<file path="config.mk">
export PLATFORM = sky130hd
export DESIGN_NAME = trig_addr_fifo
export DESIGN_NICKNAME = d
export VERILOG_FILES = /design/src/hw/trig_addr_fifo.sv
export SDC_FILE = /design/constraint.sdc
export NUM_CORES = 1
export LEC_CHECK = 0
export BUFFER_PORTS_ARGS = -buffer_cell sky130_fd_sc_hd__buf_2
export CORE_MARGIN = 10
export CORE_UTILIZATION = 55
export CTS_CLUSTER_SIZE = 10
export DETAILED_ROUTE_END_ITERATION = 16
export HOLD_SLACK_MARGIN = 0.02
export PLACE_DENSITY = 0.8
export SYNTH_ARGS = -nofsm -noshare
export SYNTH_HDL_FRONTEND = slang
export SYNTH_SLANG_ARGS = --single-unit
export TNS_END_PERCENT = 50
</file>
<file path="constraint.sdc">
create_clock -name adc_clk -period 3.5 [get_ports adc_clk]
set_input_delay 0.7 -clock adc_clk [delete_from_list [all_inputs] [get_ports adc_clk]]
set_output_delay 0.7 -clock adc_clk [all_outputs]
set_load 0.02 [all_outputs]
</file>
<file path="src/hw/trig_addr_fifo.sv">
`timescale 1ns/1ps
`default_nettype none

module trig_addr_fifo #(
    parameter int CBUF_AW    = 10,
    parameter int TRIG_DEPTH = 4
) (
    input  wire                adc_clk,
    input  wire                rst_n,
    input  wire                push,
    input  wire  [CBUF_AW-1:0] push_addr,
    input  wire                pop,
    output logic [CBUF_AW-1:0] head_addr,  // valid whenever not empty
    output logic               empty,
    output logic               full
);

    localparam int PTR_W = (TRIG_DEPTH > 1) ? $clog2(TRIG_DEPTH) : 1;
    localparam int CNT_W = $clog2(TRIG_DEPTH + 1);

    logic [CBUF_AW-1:0] mem [TRIG_DEPTH];
    logic [PTR_W-1:0]   wr_ptr;
    logic [PTR_W-1:0]   rd_ptr;
    logic [CNT_W-1:0]   count;
    logic               push_ok;     // a push into a full fifo is lost
    logic               pop_ok;

    assign push_ok   = push & ~full;
    assign pop_ok    = pop & ~empty;
    assign empty     = (count == '0);
    assign full      = (count == CNT_W'(TRIG_DEPTH));
    assign head_addr = mem[rd_ptr];  // first word falls through

    always_ff @(posedge adc_clk or negedge rst_n) begin
        if (!rst_n) begin
            wr_ptr <= '0;
            rd_ptr <= '0;
            count  <= '0;
        end else begin
            if (push_ok)
                wr_ptr <= (wr_ptr == PTR_W'(TRIG_DEPTH - 1)) ? '0 : wr_ptr + 1'b1;
            if (pop_ok)
                rd_ptr <= (rd_ptr == PTR_W'(TRIG_DEPTH - 1)) ? '0 : rd_ptr + 1'b1;
            if (push_ok && !pop_ok)
                count <= count + 1'b1;
            else if (pop_ok && !push_ok)
                count <= count - 1'b1;
        end
    end

    always_ff @(posedge adc_clk) begin
        if (push_ok)
            mem[wr_ptr] <= push_addr;  // storage, no reset
    end

endmodule

`default_nettype wire
</file>
==> out/results.tsv <==
stage	metric	value	unit
outcome	outcome	complete, no violations	
critical_path	Arr. time, crit path	1.94	ns
critical_path	launch point of the worst path	rd_ptr[0]$_DFFE_PN0P_	
die	Initial Util	57.2	%
synth	Avg Cell Area, Syn	21.5	um2
cells_and_area	Fillers	228	
synth	Synth area leader	edfxtp_1	
clock_tree	Post-CTS Resized	0	
detailed_routing	Post-Route WL	2890	um
synth	Synth Instances	89	
clock_tree	Clock Tree Buf Depth	2	
clock_tree	clk slew on worst S/H paths	0.13	ns
synth	Post-Synthesis Cell Area	1910	um2
synth	most frequent cells after synthesis	edfxtp_1, mux4_2, dfrtp_1	
critical_path	CP endpoint kind	output pin	
cells_and_area	nets@finish	139	
clock_tree	Sinks on Clock Net	47	
grt	grt total ovfl	0	
detailed_routing	via-per-instance ratio	5.38	
critical_path	Req. time, crit path	2.80	ns
critical_path	critical path startpoint category	flip-flop	
cells_and_area	# diodes	0	
synth	Seq/Total Area, Yosys	72.1	%
die	core area	3340	um2
cells_and_area	area growth from synthesis to layout	13.6	%
timing	worst-margin pin slew	0.712	ns
synth	FFs w/ async S/R, synth	14.9	%
timing	Final Skew	0.0106	ns
synth	most common cell in the netlist	edfxtp_1	
pwr	Sw Ratio	31.4	%
timing	Max Freq	0.379	GHz
clock_tree	TritonCTS Buffers	5	
placed_design	DP HPWL	1990	um
synth	Unique masters post-synth	19	
die	width of the die	78.9	um
die	Die ar.	6230	um2
synth	flops & latches, synth	47	
detailed_routing	Initial DRC Count	68	
job	max-cap viol count	0	
cells_and_area	Finished Layout Cells	165	
detailed_routing	Routed WL per cell	17.5	um
placed_design	Cells after DPL	157	
placed_design	PortBufs	25	
critical_path	critical register-to-register path startpoint	count[2]$_DFFE_PN0P_	
pwr	share of power burned in registers	46.9	%
detailed_routing	vias	887	
timing	final hold viol count	0	
clock_tree	CTS Hold Buffers Added	0	
clock_tree	# H-tree levels	2	
clock_tree	TritonCTS clock tree	yes	
clock_tree	Root Buffer	clkbuf_4	
critical_path	Setup Crit Path Kind	reg -> out	
timing	Slew HR	52.5	%
grt	GR Util All Layers	10.0	%
placed_design	routability cong.	0.658	
synth	Syn Nets	110	
clock_tree	Setup Fix Bufs, Post-CTS	0	
die	cell row count	21	
synth	Synth top area share	62.9	%
synth	Synth warnings	0	
pwr	Lkg Pwr	0.807	nW
pwr	Comb pwr share	32.7	%
detailed_routing	post-route ant nets	0	
detailed_routing	DRC viols	0	
timing	final worst path period need	2.64	ns
pwr	Pwr Density	862	nW/um2
grt	number of global-route vias before repair	1006	
synth	Post-synth EDFFs	40	
pwr	NetSw	0.588	mW
pwr	internal power	1.28	mW
min_path	Hold Path Class	in -> async	
grt	first-pass GRT wire length	4840	um
clock_tree	worst skew pair latency	0.35	ns
grt	initial antenna violation count	0	
die	Die H	78.9	um
timing	unrepaired setup endpoints after global routing	no	
grt	largest net degree at the start of global routing	15	
critical_path	Crit Path Max Fanout	13	
detailed_routing	First-pass DRT Iterations	4	
synth	Synth area leaders	edfxtp_1, mux4_2, dfrtp_1, ha_1, mux2_2	
timing	fin. max-slew vios	0	
cells_and_area	share of cells above drive strength 1	45.4	%
pwr	Clock Power Share	20.5	%
timing	setup TNS	0	ns
die	# IOs	26	
pwr	Peak VDD IR	0.431	mV
timing	final setup vio count	0	
synth	Most used DFF post-synth	edfxtp_1	
timing	final worst-path cycle share	75.3	%
-- per-stage QoR --
step                setup WS, ns  hold WS (ns)  total power, mW  util, %  area [um2]
floorplan                   1.19         0.404             1.34        -        1910
global placement            1.24         0.482             1.48     62.0        2070
detailed placement          1.21         0.488             1.52     62.0        2070
CTS                        0.803         0.141             1.90     65.0        2170
global route               0.714         0.132             1.98     65.0        2170
finish                     0.864         0.152             1.87     65.0        2170
-- metal layers --
| metal | up-vias | global-route usage (%) | wire, um |
|---|---|---|---|
| li1 | 405 | - | - |
| met1 | 456 | 10.5 | 1150 |
| met2 | 22 | 17.1 | 1520 |
| met3 | 4 | 4.28 | 175 |
| met4 | 0 | 4.84 | 36 |
| met5 | - | 0 | 0 |
-- cell type report --
type	instances	area (um2)	area share (%)
Sequential cell	47	1380	63.4
Timing Repair Buffer	25	125	5.77
Multi-Input combinational cell	36	498	23.0
Clock buffer	6	41.3	1.90
Clock inverter	2	60.1	2.77
Tap cell	46	57.6	2.65
Inverter	3	11.3	0.519
-- power by group through the flow --
stage	sequential [mW]	combinational [mW]	clock (mW)
2_1_floorplan	0.824	0.520	0
3_3_place_gp	0.886	0.597	0
3_5_place_dp	0.894	0.624	0
4_1_cts	0.884	0.627	0.391
5_1_grt	0.900	0.669	0.408
6_report	0.877	0.611	0.383
-- sequential cells by signal (all words and copies together), names as in the netlist --
name / flops
mem: 40
count: 3
rd_ptr: 2
wr_ptr: 2
-- cells in the final DEF (no fill, tap or decap), drive strengths merged --
cell    Yosys  final
edfxtp     40     40
buf         3     25
mux4       10     10
dfrtp       7      7
ha          6      6
clkbuf      0      6
mux2        5      5
and2        4      4
inv         3      3
nor2        3      3
xor2        2      2
bufinv      0      2
nor3b       1      1
nor2b       1      1
nor3        1      1
nand2b      1      1
xnor2       1      1
fa          1      1
-- kinds of logic after synthesis --
kind of cell             after synthesis  synth area share (%)
multiplexers                          15                  15.1
adder cells (fa/ha/maj)                7                  4.98
AND/OR/NAND/NOR                       11                  4.59
buffers and inverters                  6                  1.83
XOR/XNOR                               3                  1.38
flip-flops                            47                  72.1
-- worst max-delay path: stages (launching register included) --
cell and delay (ns):
dfrtp_1 0.82, mux4_2 0.59, buf_2 0.17
-- path summary, 6_finish.rpt --
check | cells past startpoint | to | slack [ns]
hold reg to reg | 1 | count[2]$_DFFE_PN0P_ | 0.51
max in group asynchronous | 1 | count[1]$_DFFE_PN0P_ | 3.19
setup / recovery | 2 | head_addr[3] | 0.86
setup reg to reg | 8 | count[2]$_DFFE_PN0P_ | 1.46
min in group adc_clk | 1 | count[2]$_DFFE_PN0P_ | 0.51
hold / removal | 1 | wr_ptr[0]$_DFFE_PN0P_ | 0.15
No activity file was read; power rests on OpenSTA's default activity.
