## src/hw/acq_ctrl_pkg.sv

```systemverilog
`default_nettype none

package acq_ctrl_pkg;

    // readout sequencer states
    typedef enum logic [2:0] {
        ST_IDLE  = 3'd0,   // acquisition off
        ST_ARMED = 3'd1,   // waiting for a queued trigger
        ST_POP   = 3'd2,   // take trigger address, load read counter
        ST_HDR   = 3'd3,   // send the header word
        ST_READ  = 3'd4    // walk the buffer, one pair per cycle
    } acq_state_t;

    // static acquisition setup, held while enabled
    typedef struct packed {
        logic [11:0] channel_tag;  // copied into every header
        logic [15:0] pre_trig;     // pairs kept ahead of the trigger pair
        logic [13:0] num_bursts;   // data words per waveform
    } acq_cfg_t;                   // 42 bits

endpackage

`default_nettype wire

```

## src/hw/acq_data_pkg.sv

```systemverilog
`default_nettype none

package acq_data_pkg;

    localparam int SMP_W          = 12;  // adc sample width
    localparam int PAIRS_PER_WORD = 4;   // four pairs make one 128-bit data word

    typedef struct packed {
        logic             ovr;  // over-range flag from the adc
        logic [SMP_W-1:0] smp;
    } adc_sample_t;             // 13 bits

    typedef struct packed {
        adc_sample_t s1;        // later sample
        adc_sample_t s0;        // earlier sample sits in the low half
    } sample_pair_t;            // 26 bits

    typedef enum logic [3:0] {
        TAG_HDR  = 4'd1,        // waveform header
        TAG_DATA = 4'd2         // eight samples
    } rec_tag_t;

    typedef struct packed {
        rec_tag_t     tag;
        logic [127:0] payload;
    } acq_rec_t;                // 132 bits into the downstream fifo

    // header word, msb first
    typedef struct packed {
        logic [45:0] pad;
        logic [11:0] channel_tag;
        logic [23:0] fill_num;
        logic [13:0] num_bursts;
        logic [15:0] pre_trig;
        logic [15:0] trig_addr;   // zero-extended buffer address
    } wfm_hdr_t;

    // one 16-bit lane of a data word, lane 0 holds the earliest sample
    typedef struct packed {
        logic [2:0]       pad;
        logic             ovr;
        logic [SMP_W-1:0] smp;
    } data_lane_t;

endpackage

`default_nettype wire

```

## src/hw/readout_cntr.sv

```systemverilog
`timescale 1ns/1ps
`default_nettype none

module readout_cntr #(
    parameter int CBUF_AW = 10
) (
    input  wire                    adc_clk,
    input  wire                    rst_n,
    input  wire                    load,       // start of a waveform
    input  wire                    step,       // one pair read this cycle
    input  wire  [CBUF_AW-1:0]     trig_addr,  // fifo head
    input  acq_ctrl_pkg::acq_cfg_t cfg,
    output logic [CBUF_AW-1:0]     rd_addr,
    output logic                   word_done,  // fourth pair of a word
    output logic                   last_word   // final burst in progress
);

    localparam int PC_W = $clog2(acq_data_pkg::PAIRS_PER_WORD);

    logic [PC_W-1:0] pair_cnt;   // pair within the current data word
    logic [13:0]     burst_cnt;  // data words still to read

    assign word_done = step && (pair_cnt == PC_W'(acq_data_pkg::PAIRS_PER_WORD - 1));
    assign last_word = (burst_cnt == 14'd1);

    always_ff @(posedge adc_clk or negedge rst_n) begin
        if (!rst_n) begin
            rd_addr   <= '0;
            pair_cnt  <= '0;
            burst_cnt <= '0;
        end else if (load) begin
            // start pre_trig pairs back, modulo the buffer depth
            rd_addr   <= trig_addr - cfg.pre_trig[CBUF_AW-1:0];
            pair_cnt  <= '0;
            burst_cnt <= cfg.num_bursts;
        end else if (step) begin
            rd_addr  <= rd_addr + 1'b1;
            pair_cnt <= pair_cnt + 1'b1;  // wraps every word
            if (word_done)
                burst_cnt <= burst_cnt - 1'b1;
        end
    end

endmodule

`default_nettype wire

```

## config.mk

```make
export PLATFORM = sky130hd
export DESIGN_NAME = readout_cntr
export DESIGN_NICKNAME = d
export VERILOG_FILES = /design/src/hw/acq_ctrl_pkg.sv /design/src/hw/acq_data_pkg.sv /design/src/hw/readout_cntr.sv
export SDC_FILE = /design/constraint.sdc
export NUM_CORES = 1
export LEC_CHECK = 0
export BUFFER_PORTS_ARGS = -buffer_cell sky130_fd_sc_hd__buf_2
export CAP_MARGIN = 20
export CORE_MARGIN = 2
export CORE_UTILIZATION = 45
export DETAILED_ROUTE_END_ITERATION = 10
export PLACE_DENSITY = 0.81
export SLEW_MARGIN = 20
export SYNTH_ARGS = -nofsm -noshare
export SYNTH_HDL_FRONTEND = slang
export SYNTH_SLANG_ARGS = --single-unit
```

## constraint.sdc

```tcl
create_clock -name adc_clk -period 2.86 [get_ports adc_clk]
set_clock_uncertainty 0.05 [all_clocks]
set_input_delay 0.143 -clock adc_clk [delete_from_list [all_inputs] [get_ports adc_clk]]
set_output_delay 0.143 -clock adc_clk [all_outputs]
set_load 0.1 [all_outputs]
```

==> results.json, run 1 <==
{
  "finalSetupViolations": 0,
  "syn_inst": 210,
  "final_net_count": 329,
  "grt_usage_pct": 15.91,
  "criticalPathCategory": "reg -> out",
  "holdPathStages": 3,
  "synth_nets": 280,
  "cts_resized": 0,
  "netlist_area_um2": 1841,
  "clk_path_buf_depth": 2,
  "final_common_cell": "buf_2",
  "worstReg2RegEnd": "burst_cnt[12]$_DFFE_PN0P_",
  "die_w_um": 67.96,
  "p_per_area_nw_per_um2": 567.2,
  "place_congestion": 0.8078,
  "rows": 23,
  "drt_pass1_iterations": 4,
  "start_kind": "flip-flop",
  "hp-class": "in -> reg",
  "vias": 1537,
  "crit_required_ns": 2.67,
  "post-cts-setup-buffer-count": 0,
  "die_h_um": 67.96,
  "insertion_delay_ns": 0.26,
  "io_pins": 68,
  "r2r_cells": 5,
  "avgSynthCellArea_um2": 8.764,
  "ys_ff_latch": 26,
  "grt_pass1_vias": 1399,
  "antenna-diode-count": 0,
  "synthArstFlopShare_pct": 100.0,
  "multiInputGateArea_um2": 1104,
  "slew_violations": 0,
  "path_max_fanout": 5,
  "grt_max_degree": 47,
  "drc": 0,
  "timing.fmax_mhz": 386.4,
  "ant_nets": 0,
  "clkTransAtPathRegs_ns": 0.09,
  "synth_edf_count": 0,
  "gr-total-overflow": 0,
  "hold_buffers": 1,
  "grt_pass1_wl_mm": 5.775,
  "port_buffers": 49,
  "slew_headroom_pct": 62.86,
  "peakVddDrop_mv": 0.2030,
  "cts.htree.levels": 1,
  "start_util_pct": 46.35,
  "post-route-period-util_pct": 90.48,
  "seq_area_frac_synth_pct": 35.35,
  "status": "complete, no violations",
  "die-area_um2": 4618,
  "ff_latch_area_um2": 650.6,
  "hold_violations": 0,
  "timing.final.ws_setup_ns": 0.2722,
  "hold_start": "cfg[12]",
  "dpl_worst_slack_ns": 0.5727,
  "critPathCaptureType": "primary output",
  "r2r-start": "burst_cnt[3]$_DFFE_PN0P_",
  "clock-sinks": 26,
  "setup-tns-final_ns": 0,
  "drt_iter0_drc": 69,
  "worst_pin_slew_ns": 0.5571,
  "drive_gt1_share_pct": 24.03,
  "grt_setup_unrepaired": "false",
  "wl_mm": 3.406,
  "crit_chain": "or3_4 -> or4_4 -> nor3_1 -> and4bb_1 -> buf_2",
  "crit_arrival_ns": 2.39,
  "hold_end": "burst_cnt[12]$_DFFE_PN0P_",
  "cts_root_buf": "clkbuf_8",
  "core_um2": 3971,
  "period_needed_ns": 2.588,
  "cts_made_buffers": 3,
  "wl_per_cell_um": 11.06,
  "grt_antenna_before_repair": 0,
  "slowest_stage": "or4_4",
  "final_cell_mix": "buf_2 (49), nand2_1 (27), dfrtp_1 (26)",
  "areaGrowthSynthToFinish_pct": 20.12,
  "nFillCells": 353,
  "leakagePower_uw": 0.001061,
  "cts_tree": "done",
  "worst-r2r-setup-slack_ns": 0.89,
  "ys.flop_type": "dfrtp_1",
  "crit_path_max_incr_delay_ns": 0.55,
  "hpwl_mm": 2.628,
  "max-cap-violations": 0,
  "synth_warnings": 0,
  "ys_types": 41,
  "drt-vias-per-instance": 4.990
}
-- power by group --
group	total, uW	switching, uW	internal, uW
combinational	490	349	141
clock	296	109	187
sequential	468	51.1	417
total	1250	509	745
-- registers in the layout, indices dropped and copies added, names as in the netlist --
| name | flops |
|---|---|
| burst_cnt | 14 |
| rd_addr | 10 |
| pair_cnt | 2 |
-- per-stage QoR --
stage	power, uW	cells	instance area, um^2	utilization [%]	hold WS, ns
global route	1335	308	2211	55.67	0.01374
detailed placement	965.3	303	2130	53.62	0.1192
CTS	1270	308	2211	55.67	0.02667
global placement	958.4	303	2130	53.62	0.1175
floorplan	859.9	210	1841	-	-0.2026
finish	1254	308	2211	55.67	0.03175
-- layout make-up --
class	count	share of cell area, %
clock buffers	3	1.868
multi-input cells	161	49.92
well taps	50	2.830
flip-flops and latches	26	29.43
inverters	16	2.716
repair buffers	51	11.88
clock inverters	1	1.358
-- how the worst max path moves through the flow --
stage	from	endpoint	slack, ns	cells after the start
final	burst_cnt[3]$_DFFE_PN0P_	last_word	0.27	5
after global routing	burst_cnt[3]$_DFFE_PN0P_	last_word	0.19	5
after CTS	burst_cnt[3]$_DFFE_PN0P_	last_word	0.26	5
after detailed placement	burst_cnt[3]$_DFFE_PN0P_	last_word	0.57	5
after global placement	burst_cnt[4]$_DFFE_PN0P_	last_word	0.59	5
after floorplan	burst_cnt[4]$_DFFE_PN0P_	last_word	0.39	4
-- logic make-up (layout without fill, tap and decap cells) --
family / count (synthesis) / in the layout / synth area share [%]
AO/OA/AOI/OAI: 43 / 43 / 14.00
multiplexers: 2 / 2 / 1.088
adder cells (fa/ha/maj): 14 / 14 / 9.925
buffers and inverters: 23 / 71 / 4.691
XOR/XNOR: 28 / 28 / 13.32
AND/OR/NAND/NOR: 74 / 74 / 21.62
flip-flops: 26 / 26 / 35.35
-- critical path: cells and delay by family (launching register included) --
family                 cells  cell delay (ns)
AND/OR/NAND/NOR            4             1.30
buffers and inverters      1             0.42
flip-flops                 1             0.41
-- cells in the mapped netlist, drive strengths merged (2+ instances only) --
cell     n  area, um^2
nand2   27       101.4
dfrtp   26       650.6
o21ai   20       100.1
xnor2   19       166.4
inv     16       60.06
ha      13       162.7
a21oi   12       60.06
nor2    12       45.04
xor2     9       78.83
clkbuf   6       22.52
nand3    6       30.03
nor3     6       40.04
or3      4       30.03
a21o     3       22.52
and3     3       18.77
nor2b    3       18.77
mux2i    2       20.02
nand4    2       12.51
nor4     2       27.53
o221a    2       22.52
or2      2       12.52
or4      2       18.77
-- metal layers --
metal	vias up	part of all wire [%]	track usage, %
li1	817	-	-
met1	674	47	19.65
met2	42	48	29.13
met4	0	0.68	4.250
met5	-	0	0
met3	4	4.6	1.809
(Power assumes the default switching activity.)
==> inputs of run 2 (changes only) <==
--- a/config.mk
+++ b/config.mk
@@ -11,6 +11,7 @@
 export CORE_UTILIZATION = 45
 export DETAILED_ROUTE_END_ITERATION = 10
 export PLACE_DENSITY = 0.81
+export RECOVER_POWER = 25
 export SLEW_MARGIN = 20
 export SYNTH_ARGS = -nofsm -noshare
 export SYNTH_HDL_FRONTEND = slang
==> run 2 against run 1 <==
Effect of this change: utilization about the same; final area about the same; largest power group unchanged; first-iteration DRC count unchanged; sequential power about the same; maximum frequency about the same; via count unchanged.
==> results.json, run 2 (synthesis results as in run 1) <==
{
  "clock-sinks": 26,
  "finalSetupViolations": 0,
  "core_um2": 3971,
  "areaGrowthSynthToFinish_pct": 20.05,
  "max-cap-violations": 0,
  "gr-total-overflow": 0,
  "p_sw_uw": 509.1,
  "grt_usage_pct": 15.91,
  "cts_made_buffers": 3,
  "drc": 0,
  "grt_max_degree": 47,
  "vias": 1537,
  "clkTransAtPathRegs_ns": 0.09,
  "regMostFlops": "burst_cnt",
  "worst-r2r-setup-slack_ns": 0.89,
  "cts_root_buf": "clkbuf_8",
  "holdPathStages": 3,
  "antenna-diode-count": 0,
  "die-area_um2": 4618,
  "wl_per_cell_um": 11.06,
  "grt_antenna_before_repair": 0,
  "peakVddDrop_mv": 0.2030,
  "slew_violations": 0,
  "p_per_area_nw_per_um2": 567.4,
  "sw_frac_of_total_pct": 40.61,
  "cts_tree": "done",
  "leakagePower_uw": 0.001058,
  "hpwl_mm": 2.628,
  "final_core_util_pct": 55.64,
  "cts.htree.levels": 1,
  "criticalPathCategory": "reg -> out",
  "hold_violations": 0,
  "p_comb_share_pct": 39.1,
  "insertion_delay_ns": 0.26,
  "io_pins": 68,
  "post-route-period-util_pct": 90.47,
  "crit_arrival_ns": 2.39,
  "final_cell_mix": "buf_2 (48), nand2_1 (27), dfrtp_1 (26)",
  "grt_pass1_wl_mm": 5.775,
  "rows": 23,
  "start_util_pct": 46.35,
  "r2r_cells": 5,
  "drt_pass1_iterations": 4,
  "period_needed_ns": 2.587,
  "grt_pass1_vias": 1399,
  "wl_mm": 3.407,
  "start_kind": "flip-flop",
  "largest_reg_flops": 14,
  "final_net_count": 329,
  "status": "complete, no violations",
  "grt_setup_unrepaired": "false",
  "hp-class": "in -> reg",
  "die_h_um": 67.96,
  "reg_top3": "burst_cnt: 14 flops, rd_addr: 10 flops, pair_cnt: 2 flops",
  "place_congestion": 0.8078,
  "drive_gt1_share_pct": 23.64,
  "critPathCaptureType": "primary output",
  "drt-vias-per-instance": 4.990,
  "timing.fmax_mhz": 386.5,
  "p_int_uw": 744.7,
  "port_buffers": 49,
  "die_w_um": 67.96,
  "setup-tns-final_ns": 0,
  "drt_iter0_drc": 69,
  "hold_buffers": 1,
  "worst_pin_slew_ns": 1.340,
  "crit_required_ns": 2.67,
  "cts_resized": 0,
  "clk_path_buf_depth": 2,
  "ant_nets": 0,
  "path_max_fanout": 5,
  "final_common_cell": "buf_2",
  "power_frac_seq_pct": 37.3,
  "slew_headroom_pct": 10.69,
  "clockPowerShare_pct": 23.6,
  "post-cts-setup-buffer-count": 0
}
[run 2: changes by cell type in the layout (fill, tap and decap cells not counted), sizes merged]
cell and change:
buf -1, clkbuf +1
[run 2: worst paths after layout]
path,end,startpoint
worst min register to register,pair_cnt[1]$_DFFE_PN0P_,pair_cnt[1]$_DFFE_PN0P_
worst max register to register,burst_cnt[12]$_DFFE_PN0P_,burst_cnt[3]$_DFFE_PN0P_
max in group asynchronous,rd_addr[4]$_DFFE_PN0P_,rst_n
min in group asynchronous,burst_cnt[12]$_DFFE_PN0P_,rst_n
worst max-delay path,last_word,burst_cnt[3]$_DFFE_PN0P_
worst min-delay path,burst_cnt[12]$_DFFE_PN0P_,cfg[12]
[run 2: area by class of cell]
class,instances,area (um^2)
fill,353,1762
multi-input combinational,161,1104
sequential,26,650.6
timing repair buffer,51,261.5
tap,50,62.56
inverter,16,60.06
clock buffer,3,41.29
clock inverter,1,30.03
[run 2: routing by layer]
metal | vias up | GRT usage [%] | part of all wire (%)
li1 | 817 | - | -
met1 | 674 | 19.65 | 46
met2 | 42 | 29.13 | 48
met3 | 4 | 1.809 | 4.6
met4 | 0 | 4.250 | 0.68
met5 | - | 0 | 0
[run 2: power groups by stage]
stage               logic (uW)  clock network [uW]  registers, uW
floorplan                  180                   0            680
global placement           485                   0            473
detailed placement         490                   0            475
CTS                        494                 308            468
global route               531                 330            475
finish                     490                 296            468
[run 2: worst max-delay path: stages (launching register included)]
cell and delay [ns]:
dfrtp_1 0.41, or3_4 0.40, or4_4 0.55, nor3_1 0.15, and4bb_1 0.20, buf_2 0.42
[run 2: through the flow]
step	setup slack [ns]	hold slack [ns]	instance area, um^2	std cells	total power [uW]
2_1_floorplan	0.3932	-0.2026	1841	210	859.9
3_3_place_gp	0.5854	0.1175	2130	303	958.4
3_5_place_dp	0.5727	0.1192	2130	303	965.3
4_1_cts	0.2645	0.02667	2211	308	1270
5_1_grt	0.1923	0.01374	2210	308	1335
6_report	0.2726	0.03175	2210	308	1254
