### src/hw/acq_ctrl_pkg.sv
`default_nettype none

package acq_ctrl_pkg;

    // readout sequencer states
    typedef enum logic [2:0] {
        ST_IDLE  = 3'd0,   // acquisition off
        ST_ARMED = 3'd1,   // waiting for a queued trigger
        ST_POP   = 3'd2,   // take trigger address, load read counter
        ST_HDR   = 3'd3,   // send the header word
        ST_READ  = 3'd4    // walk the buffer, one pair per cycle
    } acq_state_t;

    // static acquisition setup, held while enabled
    typedef struct packed {
        logic [11:0] channel_tag;  // copied into every header
        logic [15:0] pre_trig;     // pairs kept ahead of the trigger pair
        logic [13:0] num_bursts;   // data words per waveform
    } acq_cfg_t;                   // 42 bits

endpackage

`default_nettype wire

### src/hw/acq_data_pkg.sv
`default_nettype none

package acq_data_pkg;

    localparam int SMP_W          = 12;  // adc sample width
    localparam int PAIRS_PER_WORD = 4;   // four pairs make one 128-bit data word

    typedef struct packed {
        logic             ovr;  // over-range flag from the adc
        logic [SMP_W-1:0] smp;
    } adc_sample_t;             // 13 bits

    typedef struct packed {
        adc_sample_t s1;        // later sample
        adc_sample_t s0;        // earlier sample sits in the low half
    } sample_pair_t;            // 26 bits

    typedef enum logic [3:0] {
        TAG_HDR  = 4'd1,        // waveform header
        TAG_DATA = 4'd2         // eight samples
    } rec_tag_t;

    typedef struct packed {
        rec_tag_t     tag;
        logic [127:0] payload;
    } acq_rec_t;                // 132 bits into the downstream fifo

    // header word, msb first
    typedef struct packed {
        logic [45:0] pad;
        logic [11:0] channel_tag;
        logic [23:0] fill_num;
        logic [13:0] num_bursts;
        logic [15:0] pre_trig;
        logic [15:0] trig_addr;   // zero-extended buffer address
    } wfm_hdr_t;

    // one 16-bit lane of a data word, lane 0 holds the earliest sample
    typedef struct packed {
        logic [2:0]       pad;
        logic             ovr;
        logic [SMP_W-1:0] smp;
    } data_lane_t;

endpackage

`default_nettype wire

### src/hw/record_builder.sv
`timescale 1ns/1ps
`default_nettype none

module record_builder #(
    parameter int CBUF_AW = 10
) (
    input  wire                        adc_clk,
    input  wire                        rst_n,
    input  acq_data_pkg::sample_pair_t rd_data,
    input  wire                        shift,
    input  wire                        hdr_sel,       // latch address, or pick header on emit
    input  wire                        emit,
    input  wire                        fill_inc,
    input  wire                        fill_init,
    input  wire  [23:0]                fill_num_init,
    input  wire  [CBUF_AW-1:0]         trig_addr,
    input  acq_ctrl_pkg::acq_cfg_t     cfg,
    output acq_data_pkg::acq_rec_t     rec,
    output logic                       rec_valid
);

    localparam int NP = acq_data_pkg::PAIRS_PER_WORD;

    acq_data_pkg::sample_pair_t [NP-1:0] pairs_q;     // wide shift register
    acq_data_pkg::sample_pair_t [NP-1:0] pairs_nxt;   // includes the pair arriving now
    acq_data_pkg::data_lane_t [2*NP-1:0] lanes;
    acq_data_pkg::wfm_hdr_t              hdr;
    logic [CBUF_AW-1:0]                  trig_addr_q;
    logic [23:0]                         fill_num;

    // newest pair enters at the top, the oldest ends in slot 0
    assign pairs_nxt = {rd_data, pairs_q[NP-1:1]};

    always_comb begin
        for (int p = 0; p < NP; p++) begin
            lanes[2*p]   = {3'b000, pairs_nxt[p].s0.ovr, pairs_nxt[p].s0.smp};
            lanes[2*p+1] = {3'b000, pairs_nxt[p].s1.ovr, pairs_nxt[p].s1.smp};
        end
    end

    always_comb begin
        hdr             = '0;
        hdr.channel_tag = cfg.channel_tag;
        hdr.fill_num    = fill_num;
        hdr.num_bursts  = cfg.num_bursts;
        hdr.pre_trig    = cfg.pre_trig;
        hdr.trig_addr   = 16'(trig_addr_q);   // zero-extend
    end

    always_ff @(posedge adc_clk) begin
        if (shift)
            pairs_q <= pairs_nxt;
        if (hdr_sel && !emit)
            trig_addr_q <= trig_addr;    // fifo head before the pop edge
        if (emit)
            rec <= hdr_sel ? {acq_data_pkg::TAG_HDR, 128'(hdr)}
                           : {acq_data_pkg::TAG_DATA, 128'(lanes)};
    end

    always_ff @(posedge adc_clk or negedge rst_n) begin
        if (!rst_n) begin
            rec_valid <= 1'b0;
            fill_num  <= '0;
        end else begin
            rec_valid <= emit;               // single cycle, no back-pressure
            if (fill_init)
                fill_num <= fill_num_init;
            else if (fill_inc)
                fill_num <= fill_num + 1'b1;
        end
    end

endmodule

`default_nettype wire

### config.mk
export PLATFORM = sky130hd
export DESIGN_NAME = record_builder
export DESIGN_NICKNAME = d
export VERILOG_FILES = /design/src/hw/acq_ctrl_pkg.sv /design/src/hw/acq_data_pkg.sv /design/src/hw/record_builder.sv
export SDC_FILE = /design/constraint.sdc
export NUM_CORES = 1
export LEC_CHECK = 0
export ABC_AREA = 1
export BUFFER_PORTS_ARGS = -buffer_cell sky130_fd_sc_hd__buf_4
export CAP_MARGIN = 20
export CORE_MARGIN = 5
export CORE_UTILIZATION = 40
export CTS_BUF_LIST = sky130_fd_sc_hd__clkbuf_8 sky130_fd_sc_hd__clkbuf_16
export CTS_CLUSTER_SIZE = 20
export DETAILED_ROUTE_END_ITERATION = 16
export GPL_TIMING_DRIVEN = 0
export PLACE_DENSITY = 0.66
export REMOVE_ABC_BUFFERS = 1
export SYNTH_ARGS = -nofsm -noshare
export SYNTH_HDL_FRONTEND = slang
export SYNTH_SLANG_ARGS = --single-unit
### constraint.sdc
create_clock -name adc_clk -period 2.97 [get_ports adc_clk]
set_input_delay 0 -clock adc_clk [delete_from_list [all_inputs] [get_ports adc_clk]]
set_output_delay 0 -clock adc_clk [all_outputs]
set_load 0.005 [all_outputs]
==> metrics.csv, run 1 <==
metric,value,unit
tightest_slew,1067,ps
cell_type_with_the_highest_aggregate_area_in_the_netlist,sky130_fd_sc_hd__edfxtp_1,
worstSetupStartpoint,fill_num[0],
grt_most_used_layer,met2,
design.portCount,242,
drive_gt1_frac,0.2451,
cellLeakagePower,5.783,nW
synth_seq_cells,231,
use_met2,0.2782,
tritoncts_clock_tree,built,
finish.net_count,1226,
detail_route.vias_per_cell,4.582,
placement_rows,55,
gr-usage-met1,0.2142,
yosysUniqueCellTypes,26,
share_of_the_clock_period_used_by_the_worst_path_after_layout,0.6959,
yosys_warnings,0,
status,finished clean,
worst_endpoint_data_arrival_time,2450,ps
final_max_slew_viol_count,0,
critical-path-slowest-cell,sky130_fd_sc_hd__dlygate4sd3_1,
design.core.area,0.02250,mm2
dieArea,0.02586,mm2
hold_path_class,in2reg,
worstSkewPairLatency,510,ps
initialDrtViolationCount,329,
placedInstanceArea,0.01105,mm2
ir_drop,0.4918,mV
layout_area_overhead,44.34,%
worstSetupStartpointType,register,
globalRoute.totalOverflow,0,
routed-via-count,6511,
h-tree-depth,1,
drc,0,
detailedRoute.firstPassIterationCount,4,
timing.max_cap.violations,0,
postSynth.topFlopCell,sky130_fd_sc_hd__edfxtp_1,
cts_root_cell,sky130_fd_sc_hd__clkbuf_16,
finalSetupViolations,0,
syn-cell-area,0.009097,mm2
fmax,483.9,MHz
timing.slew.headroom,0.2885,
finalHoldViolCount,0,
critical_path.endpoint_type,register,
track_usage,0.1656,
cellPowerDensity,585.2,mW/mm2
netlist.area_leader.share,0.6800,
clock_skew,9.084,ps
critPathMaxStageDelay,560,ps
postSynth.asyncResetShare,0.1082,
gpl.final_weighted_congestion,0.8232,
ant_nets,0,
initial_utilization,0.4043,
die_w,160.8,um
post-cts-setup-buffer-count,0,
seq_area_frac_synth,0.7487,
critical_path.max_fanout,5,
grt_start_max_net_pins,104,
criticalPathCategory,reg2reg,
final_cell_area_excluding_filler_cells,0.01313,mm2
buffer_ports.inserted,227,
wl_per_cell,15.49,um
first_global_vias,6561,
cts_buffer_count,25,
first_pass_grt_wire_length,34850,um
synth-edff-count,206,
postRouteWirelength,22010,um
holdCritStartpoint,fill_inc,
initial_antenna_violation_count,2,
cp.required,3350,ps
reg2reg_from,fill_num[0],
rsz0062_at_grt,false,
number_of_sinks_driven_by_the_clock_tree,231,
avgSynthCellArea,12.00,um2
syn-instance-count,758,
worst_setup_hold_path_clk_slew,60,ps
crit_path_cell_trace,ha_1 -> nand2_1 -> nor2_2 -> nand2_2 -> nor2_2 -> nand2_1 -> nand3_1 -> nand3_1 -> dlygate4sd3_1,
final.min_clock_period,2067,ps
setup-tns-final,0,ps
synth_area_leaders,"sky130_fd_sc_hd__edfxtp_1 (68%), sky130_fd_sc_hd__nand2_1 (10%), sky130_fd_sc_hd__dfrtp_1 (6.9%), sky130_fd_sc_hd__inv_1 (3.3%), sky130_fd_sc_hd__nor2_1 (2.6%)",
die_height,160.8,um
fillers,1799,
met3_usage,0.05260,
hpwl,13570,um
cts_max_path_buffers,3,
-- metrics by stage --
step                power (W)  setup slack, ps  cells  hold slack, ps  utilization
global route         0.008031            718.0   1421           23.58       0.5835
global placement     0.004665           -223.9   1244          -67.22       0.4886
detailed placement   0.004692           -30.67   1246          -65.13       0.4910
CTS                  0.007769            481.8   1418           2.596       0.5821
floorplan            0.004203             1634    732          -295.6            -
finish               0.007684            903.3   1421           18.25       0.5835
-- report_power, final --
part	switching (W)	total (W)	internal, W	leakage, nW
Clock	0.00120	0.00291	0.00171	0.425
Sequential	0.000115	0.00394	0.00383	2.33
Combinational	0.000385	0.000832	0.000447	3.03
Total	0.00169	0.00768	0.00599	5.78
-- area by class of cell --
type,count,area (um2),share of cell area
Sequential cell,231,6812,0.5187
Timing Repair Buffer,357,3064,0.2334
Multi-Input combinational cell,421,1826,0.1390
Clock buffer,26,639.4,0.04869
Tap cell,285,356.6,0.02716
Inverter,80,300.3,0.02287
Clock inverter,19,128.9,0.009814
Antenna cell,2,5.005,0.0003811
-- per-layer routing --
metal,vias up,part of all wire
li1,3206,-
met1,3067,0.42
met2,212,0.49
met3,26,0.081
met4,0,0.016
met5,-,0
-- what timing repair did --
| item | CTS | global route |
|---|---|---|
| hold buffers | 127 | 0 |
| hold endpoints to repair | 199 | 0 |
| gates resized for setup | 0 | 0 |
-- layout by cell type (no fill, tap or decap), types with 2 or more instances in the layout --
master and n:
sky130_fd_sc_hd__o21ai_0 24, sky130_fd_sc_hd__nor2_1 62, sky130_fd_sc_hd__buf_4 226, sky130_fd_sc_hd__nor2_2 6, sky130_fd_sc_hd__dfrtp_1 25, sky130_fd_sc_hd__xor2_1 5, sky130_fd_sc_hd__clkinv_2 4, sky130_fd_sc_hd__nand3_1 30
sky130_fd_sc_hd__o211ai_1 2, sky130_fd_sc_hd__edfxtp_1 206, sky130_fd_sc_hd__a22oi_1 16, sky130_fd_sc_hd__o221ai_1 2, sky130_fd_sc_hd__conb_1 14, sky130_fd_sc_hd__buf_16 2, sky130_fd_sc_hd__bufinv_16 2, sky130_fd_sc_hd__diode_2 2
sky130_fd_sc_hd__nand2_1 246, sky130_fd_sc_hd__inv_1 91, sky130_fd_sc_hd__dlygate4sd3_1 126, sky130_fd_sc_hd__nand4_1 2, sky130_fd_sc_hd__nor2_4 3, sky130_fd_sc_hd__nand2_2 4, sky130_fd_sc_hd__clkbuf_16 25, sky130_fd_sc_hd__buf_12 2
-- cells in the mapped netlist (2+ instances only) --
cell / n
sky130_fd_sc_hd__nor2_4: 3
sky130_fd_sc_hd__inv_1: 79
sky130_fd_sc_hd__nand2_1: 246
sky130_fd_sc_hd__clkbuf_1: 16
sky130_fd_sc_hd__o211ai_1: 2
sky130_fd_sc_hd__edfxtp_1: 206
sky130_fd_sc_hd__o21ai_0: 24
sky130_fd_sc_hd__a22oi_1: 16
sky130_fd_sc_hd__nand2_2: 4
sky130_fd_sc_hd__nor2_2: 5
sky130_fd_sc_hd__dfrtp_1: 25
sky130_fd_sc_hd__buf_2: 7
sky130_fd_sc_hd__nor2_1: 63
sky130_fd_sc_hd__nand4_1: 2
sky130_fd_sc_hd__xor2_1: 5
sky130_fd_sc_hd__nand3_1: 30
sky130_fd_sc_hd__buf_4: 15
sky130_fd_sc_hd__o221ai_1: 2
-- flip-flops by register name (all words and copies together) (netlist names) --
name         count
fill_num        24
lanes           78
rec            118
rec_valid        1
trig_addr_q     10
-- worst paths after layout --
path,endpoint,slack [ps],cells past startpoint
setup / recovery,fill_num[10],900,9
hold reg to reg,lanes[59],450,0
max in group asynchronous,fill_num[19],2290,4
min in group asynchronous,fill_num[1],510,4
setup reg to reg,fill_num[10],900,9
hold / removal,fill_num[1],20,4
-- worst max-delay path, delay by kind of cell (launching register included) --
kind | cells | cell delay [ps]
fa+ha+maj | 1 | 220
flops | 1 | 410
buf+inv | 1 | 560
simple gates | 7 | 750
-- cell families (layout without fill, tap and decap cells) --
logic type,count (synthesis),count (layout),synth area share
and+or+nand+nor,354,354,0.1565
DFF,231,231,0.7487
adders and majority gates,1,1,0.001375
buffers and inverters,119,482,0.05625
other,1,16,0.0004122
AOI/OAI and AO/OA,47,47,0.03191
xor gates and xnor gates,5,5,0.004813
Power figures use the tool's default switching activity.
==> inputs of run 2 (changes only) <==
==> constraint.sdc (replaced) <==
create_clock -name adc_clk -period 1.99 [get_ports adc_clk]
set_input_delay 0 -clock adc_clk [delete_from_list [all_inputs] [get_ports adc_clk]]
set_output_delay 0 -clock adc_clk [all_outputs]
set_load 0.005 [all_outputs]
==> run 2 against run 1 <==
Net effect: critical path depth fell by 2; combinational power rose by 51%; power rose by 50%; die area did not move; final cell count rose by 0.35%; via count rose by 0.37%; count of clock-buffer cells in the layout did not move; critical endpoint is now fill_num[6]; largest power group unchanged.
==> metrics.csv, run 2 (synthesized netlist as in run 1, its figures left out) <==
metric,value,unit
share_of_the_clock_period_used_by_the_worst_path_after_layout,0.9446,
tightest_slew,1061,ps
drive_gt1_frac,0.2581,
initial_utilization,0.4043,
cp.required,2380,ps
critical_path.max_fanout,5,
cellLeakagePower,5.815,nW
finish.net_count,1231,
die_height,160.8,um
placement_rows,55,
timing.slew.headroom,0.2927,
cts_buffer_count,25,
detail_route.vias_per_cell,4.583,
initialDrtViolationCount,309,
worstSkewPairLatency,500,ps
design.core.area,0.02250,mm2
initial_antenna_violation_count,2,
design.portCount,242,
die_w,160.8,um
number_of_sinks_driven_by_the_clock_tree,231,
cellPowerDensity,870.9,mW/mm2
first_pass_grt_wire_length,34820,um
wl_per_cell,15.45,um
final_max_slew_viol_count,0,
finalSetupViolations,0,
rsz0062_at_grt,false,
grt_most_used_layer,met2,
hpwl,13570,um
worst_endpoint_data_arrival_time,2270,ps
fmax,532.0,MHz
status,finished clean,
gpl.final_weighted_congestion,0.8232,
mostFrequentLayoutCell,sky130_fd_sc_hd__nand2_1,
critical-path-slowest-cell,sky130_fd_sc_hd__dlygate4sd3_1,
layout_area_overhead,45.01,%
largest_register,rec,
drc,0,
tritoncts_clock_tree,built,
cts_max_path_buffers,3,
dieArea,0.02586,mm2
critPathMaxStageDelay,560,ps
first_global_vias,6543,
final.min_clock_period,1880,ps
ir_drop,0.7303,mV
h-tree-depth,1,
detailedRoute.firstPassIterationCount,5,
design_power_total,0.01149,W
critical_path.endpoint_type,register,
mostFrequentLayoutCells,"sky130_fd_sc_hd__nand2_1 (243), sky130_fd_sc_hd__buf_4 (231), sky130_fd_sc_hd__edfxtp_1 (206)",
routed-via-count,6535,
worst_setup_hold_path_clk_slew,60,ps
crit_path_cell_trace,ha_2 -> nand2_2 -> nor2_4 -> nand2_2 -> xor2_1 -> o21ai_0 -> dlygate4sd3_1,
postRouteWirelength,22030,um
critPathBufInv,1,
area.sequential,0.006817,mm2
criticalPathCategory,reg2reg,
hold_path_class,in2reg,
ant_nets,0,
finalHoldViolCount,0,
buffer_ports.inserted,227,
setup-tns-final,0,ps
path_delay_family,buffers and inverters,
fillers,1792,
flip_flop_count_of_the_largest_register_all_copies_and_words_added,118,
clock_skew,8.686,ps
worstSetupStartpointType,register,
timing.critical_path.mode_cell,sky130_fd_sc_hd__nand2_2,
globalRoute.totalOverflow,0,
cts_root_cell,sky130_fd_sc_hd__clkbuf_16,
gr-usage-met1,0.2132,
multi_input_area,0.001858,mm2
timing.max_cap.violations,0,
grt_start_max_net_pins,104,
use_met2,0.2786,
track_usage,0.1653,
met3_usage,0.05235,
## run 2: cell count changes in the layout (fill, tap and decap cells not counted), sizes merged
cell    previous run  this run
clkbuf            26        27
buf              231       235
## run 2: power by group
| part | switching [W] | leakage [nW] | internal, W |
|---|---|---|---|
| Clock | 0.00179 | 0.425 | 0.00256 |
| Combinational | 0.000583 | 3.07 | 0.000676 |
| Sequential | 0.000170 | 2.32 | 0.00572 |
## run 2: worst paths after layout
path	from	endpoint	slack (ps)	cells past startpoint
max in group asynchronous	rst_n	fill_num[14]	1290	4
worst min-delay path	fill_inc	fill_num[1]	7	4
worst max-delay path	fill_num[0]	fill_num[6]	110	7
worst min register to register	lanes[92]	lanes[60]	450	0
worst max register to register	fill_num[0]	fill_num[6]	110	7
min in group asynchronous	rst_n	fill_num[0]	520	4
## run 2: stage by stage
step | instances | worst slack (ps) | hold slack [ps] | util | area [um2]
2_1_floorplan | 732 | 653.7 | -295.6 | - | 8935
3_3_place_gp | 1244 | -1204 | -67.22 | 0.4886 | 11000
3_5_place_dp | 1246 | -1011 | -65.13 | 0.4910 | 11050
4_1_cts | 1418 | 47.30 | 2.596 | 0.5824 | 13110
5_1_grt | 1426 | 8.858 | 23.58 | 0.5863 | 13190
6_report | 1426 | 110.3 | 6.969 | 0.5863 | 13190
## run 2: what timing repair did
action | in CTS | in global routing
endpoints found under the hold margin | 199 | 0
hold buffers | 127 | 0
gates resized for setup | 2 | 14
setup buffers | 0 | 6
setup endpoints to repair | 10 | 14
pin swaps | 0 | 1
## run 2: worst register-to-register path, delay by kind of cell, from the launching register on
family	cells	cell delay [ps]
buffers and inverters	1	560
DFF	1	420
and+or+nand+nor	3	330
adders and majority gates	1	220
xor gates and xnor gates	1	160
AOI/OAI and AO/OA	1	90
## run 2: area by class of cell
cell class,instances,area share
Antenna cell,2,0.0003794
Clock buffer,26,0.04846
Clock inverter,19,0.009769
Inverter,80,0.02276
Multi-Input combinational cell,421,0.1408
Sequential cell,231,0.5167
Tap cell,285,0.02703
Timing Repair Buffer,362,0.2341
## run 2: layer usage
| metal | share of wire | vias up | routed length [um] |
|---|---|---|---|
| met1 | 0.42 | 3092 | 9150 |
| met4 | 0.016 | 0 | 349 |
| li1 | - | 3217 | - |
| met2 | 0.49 | 200 | 10780 |
| met3 | 0.079 | 26 | 1747 |
| met5 | 0 | - | 0 |
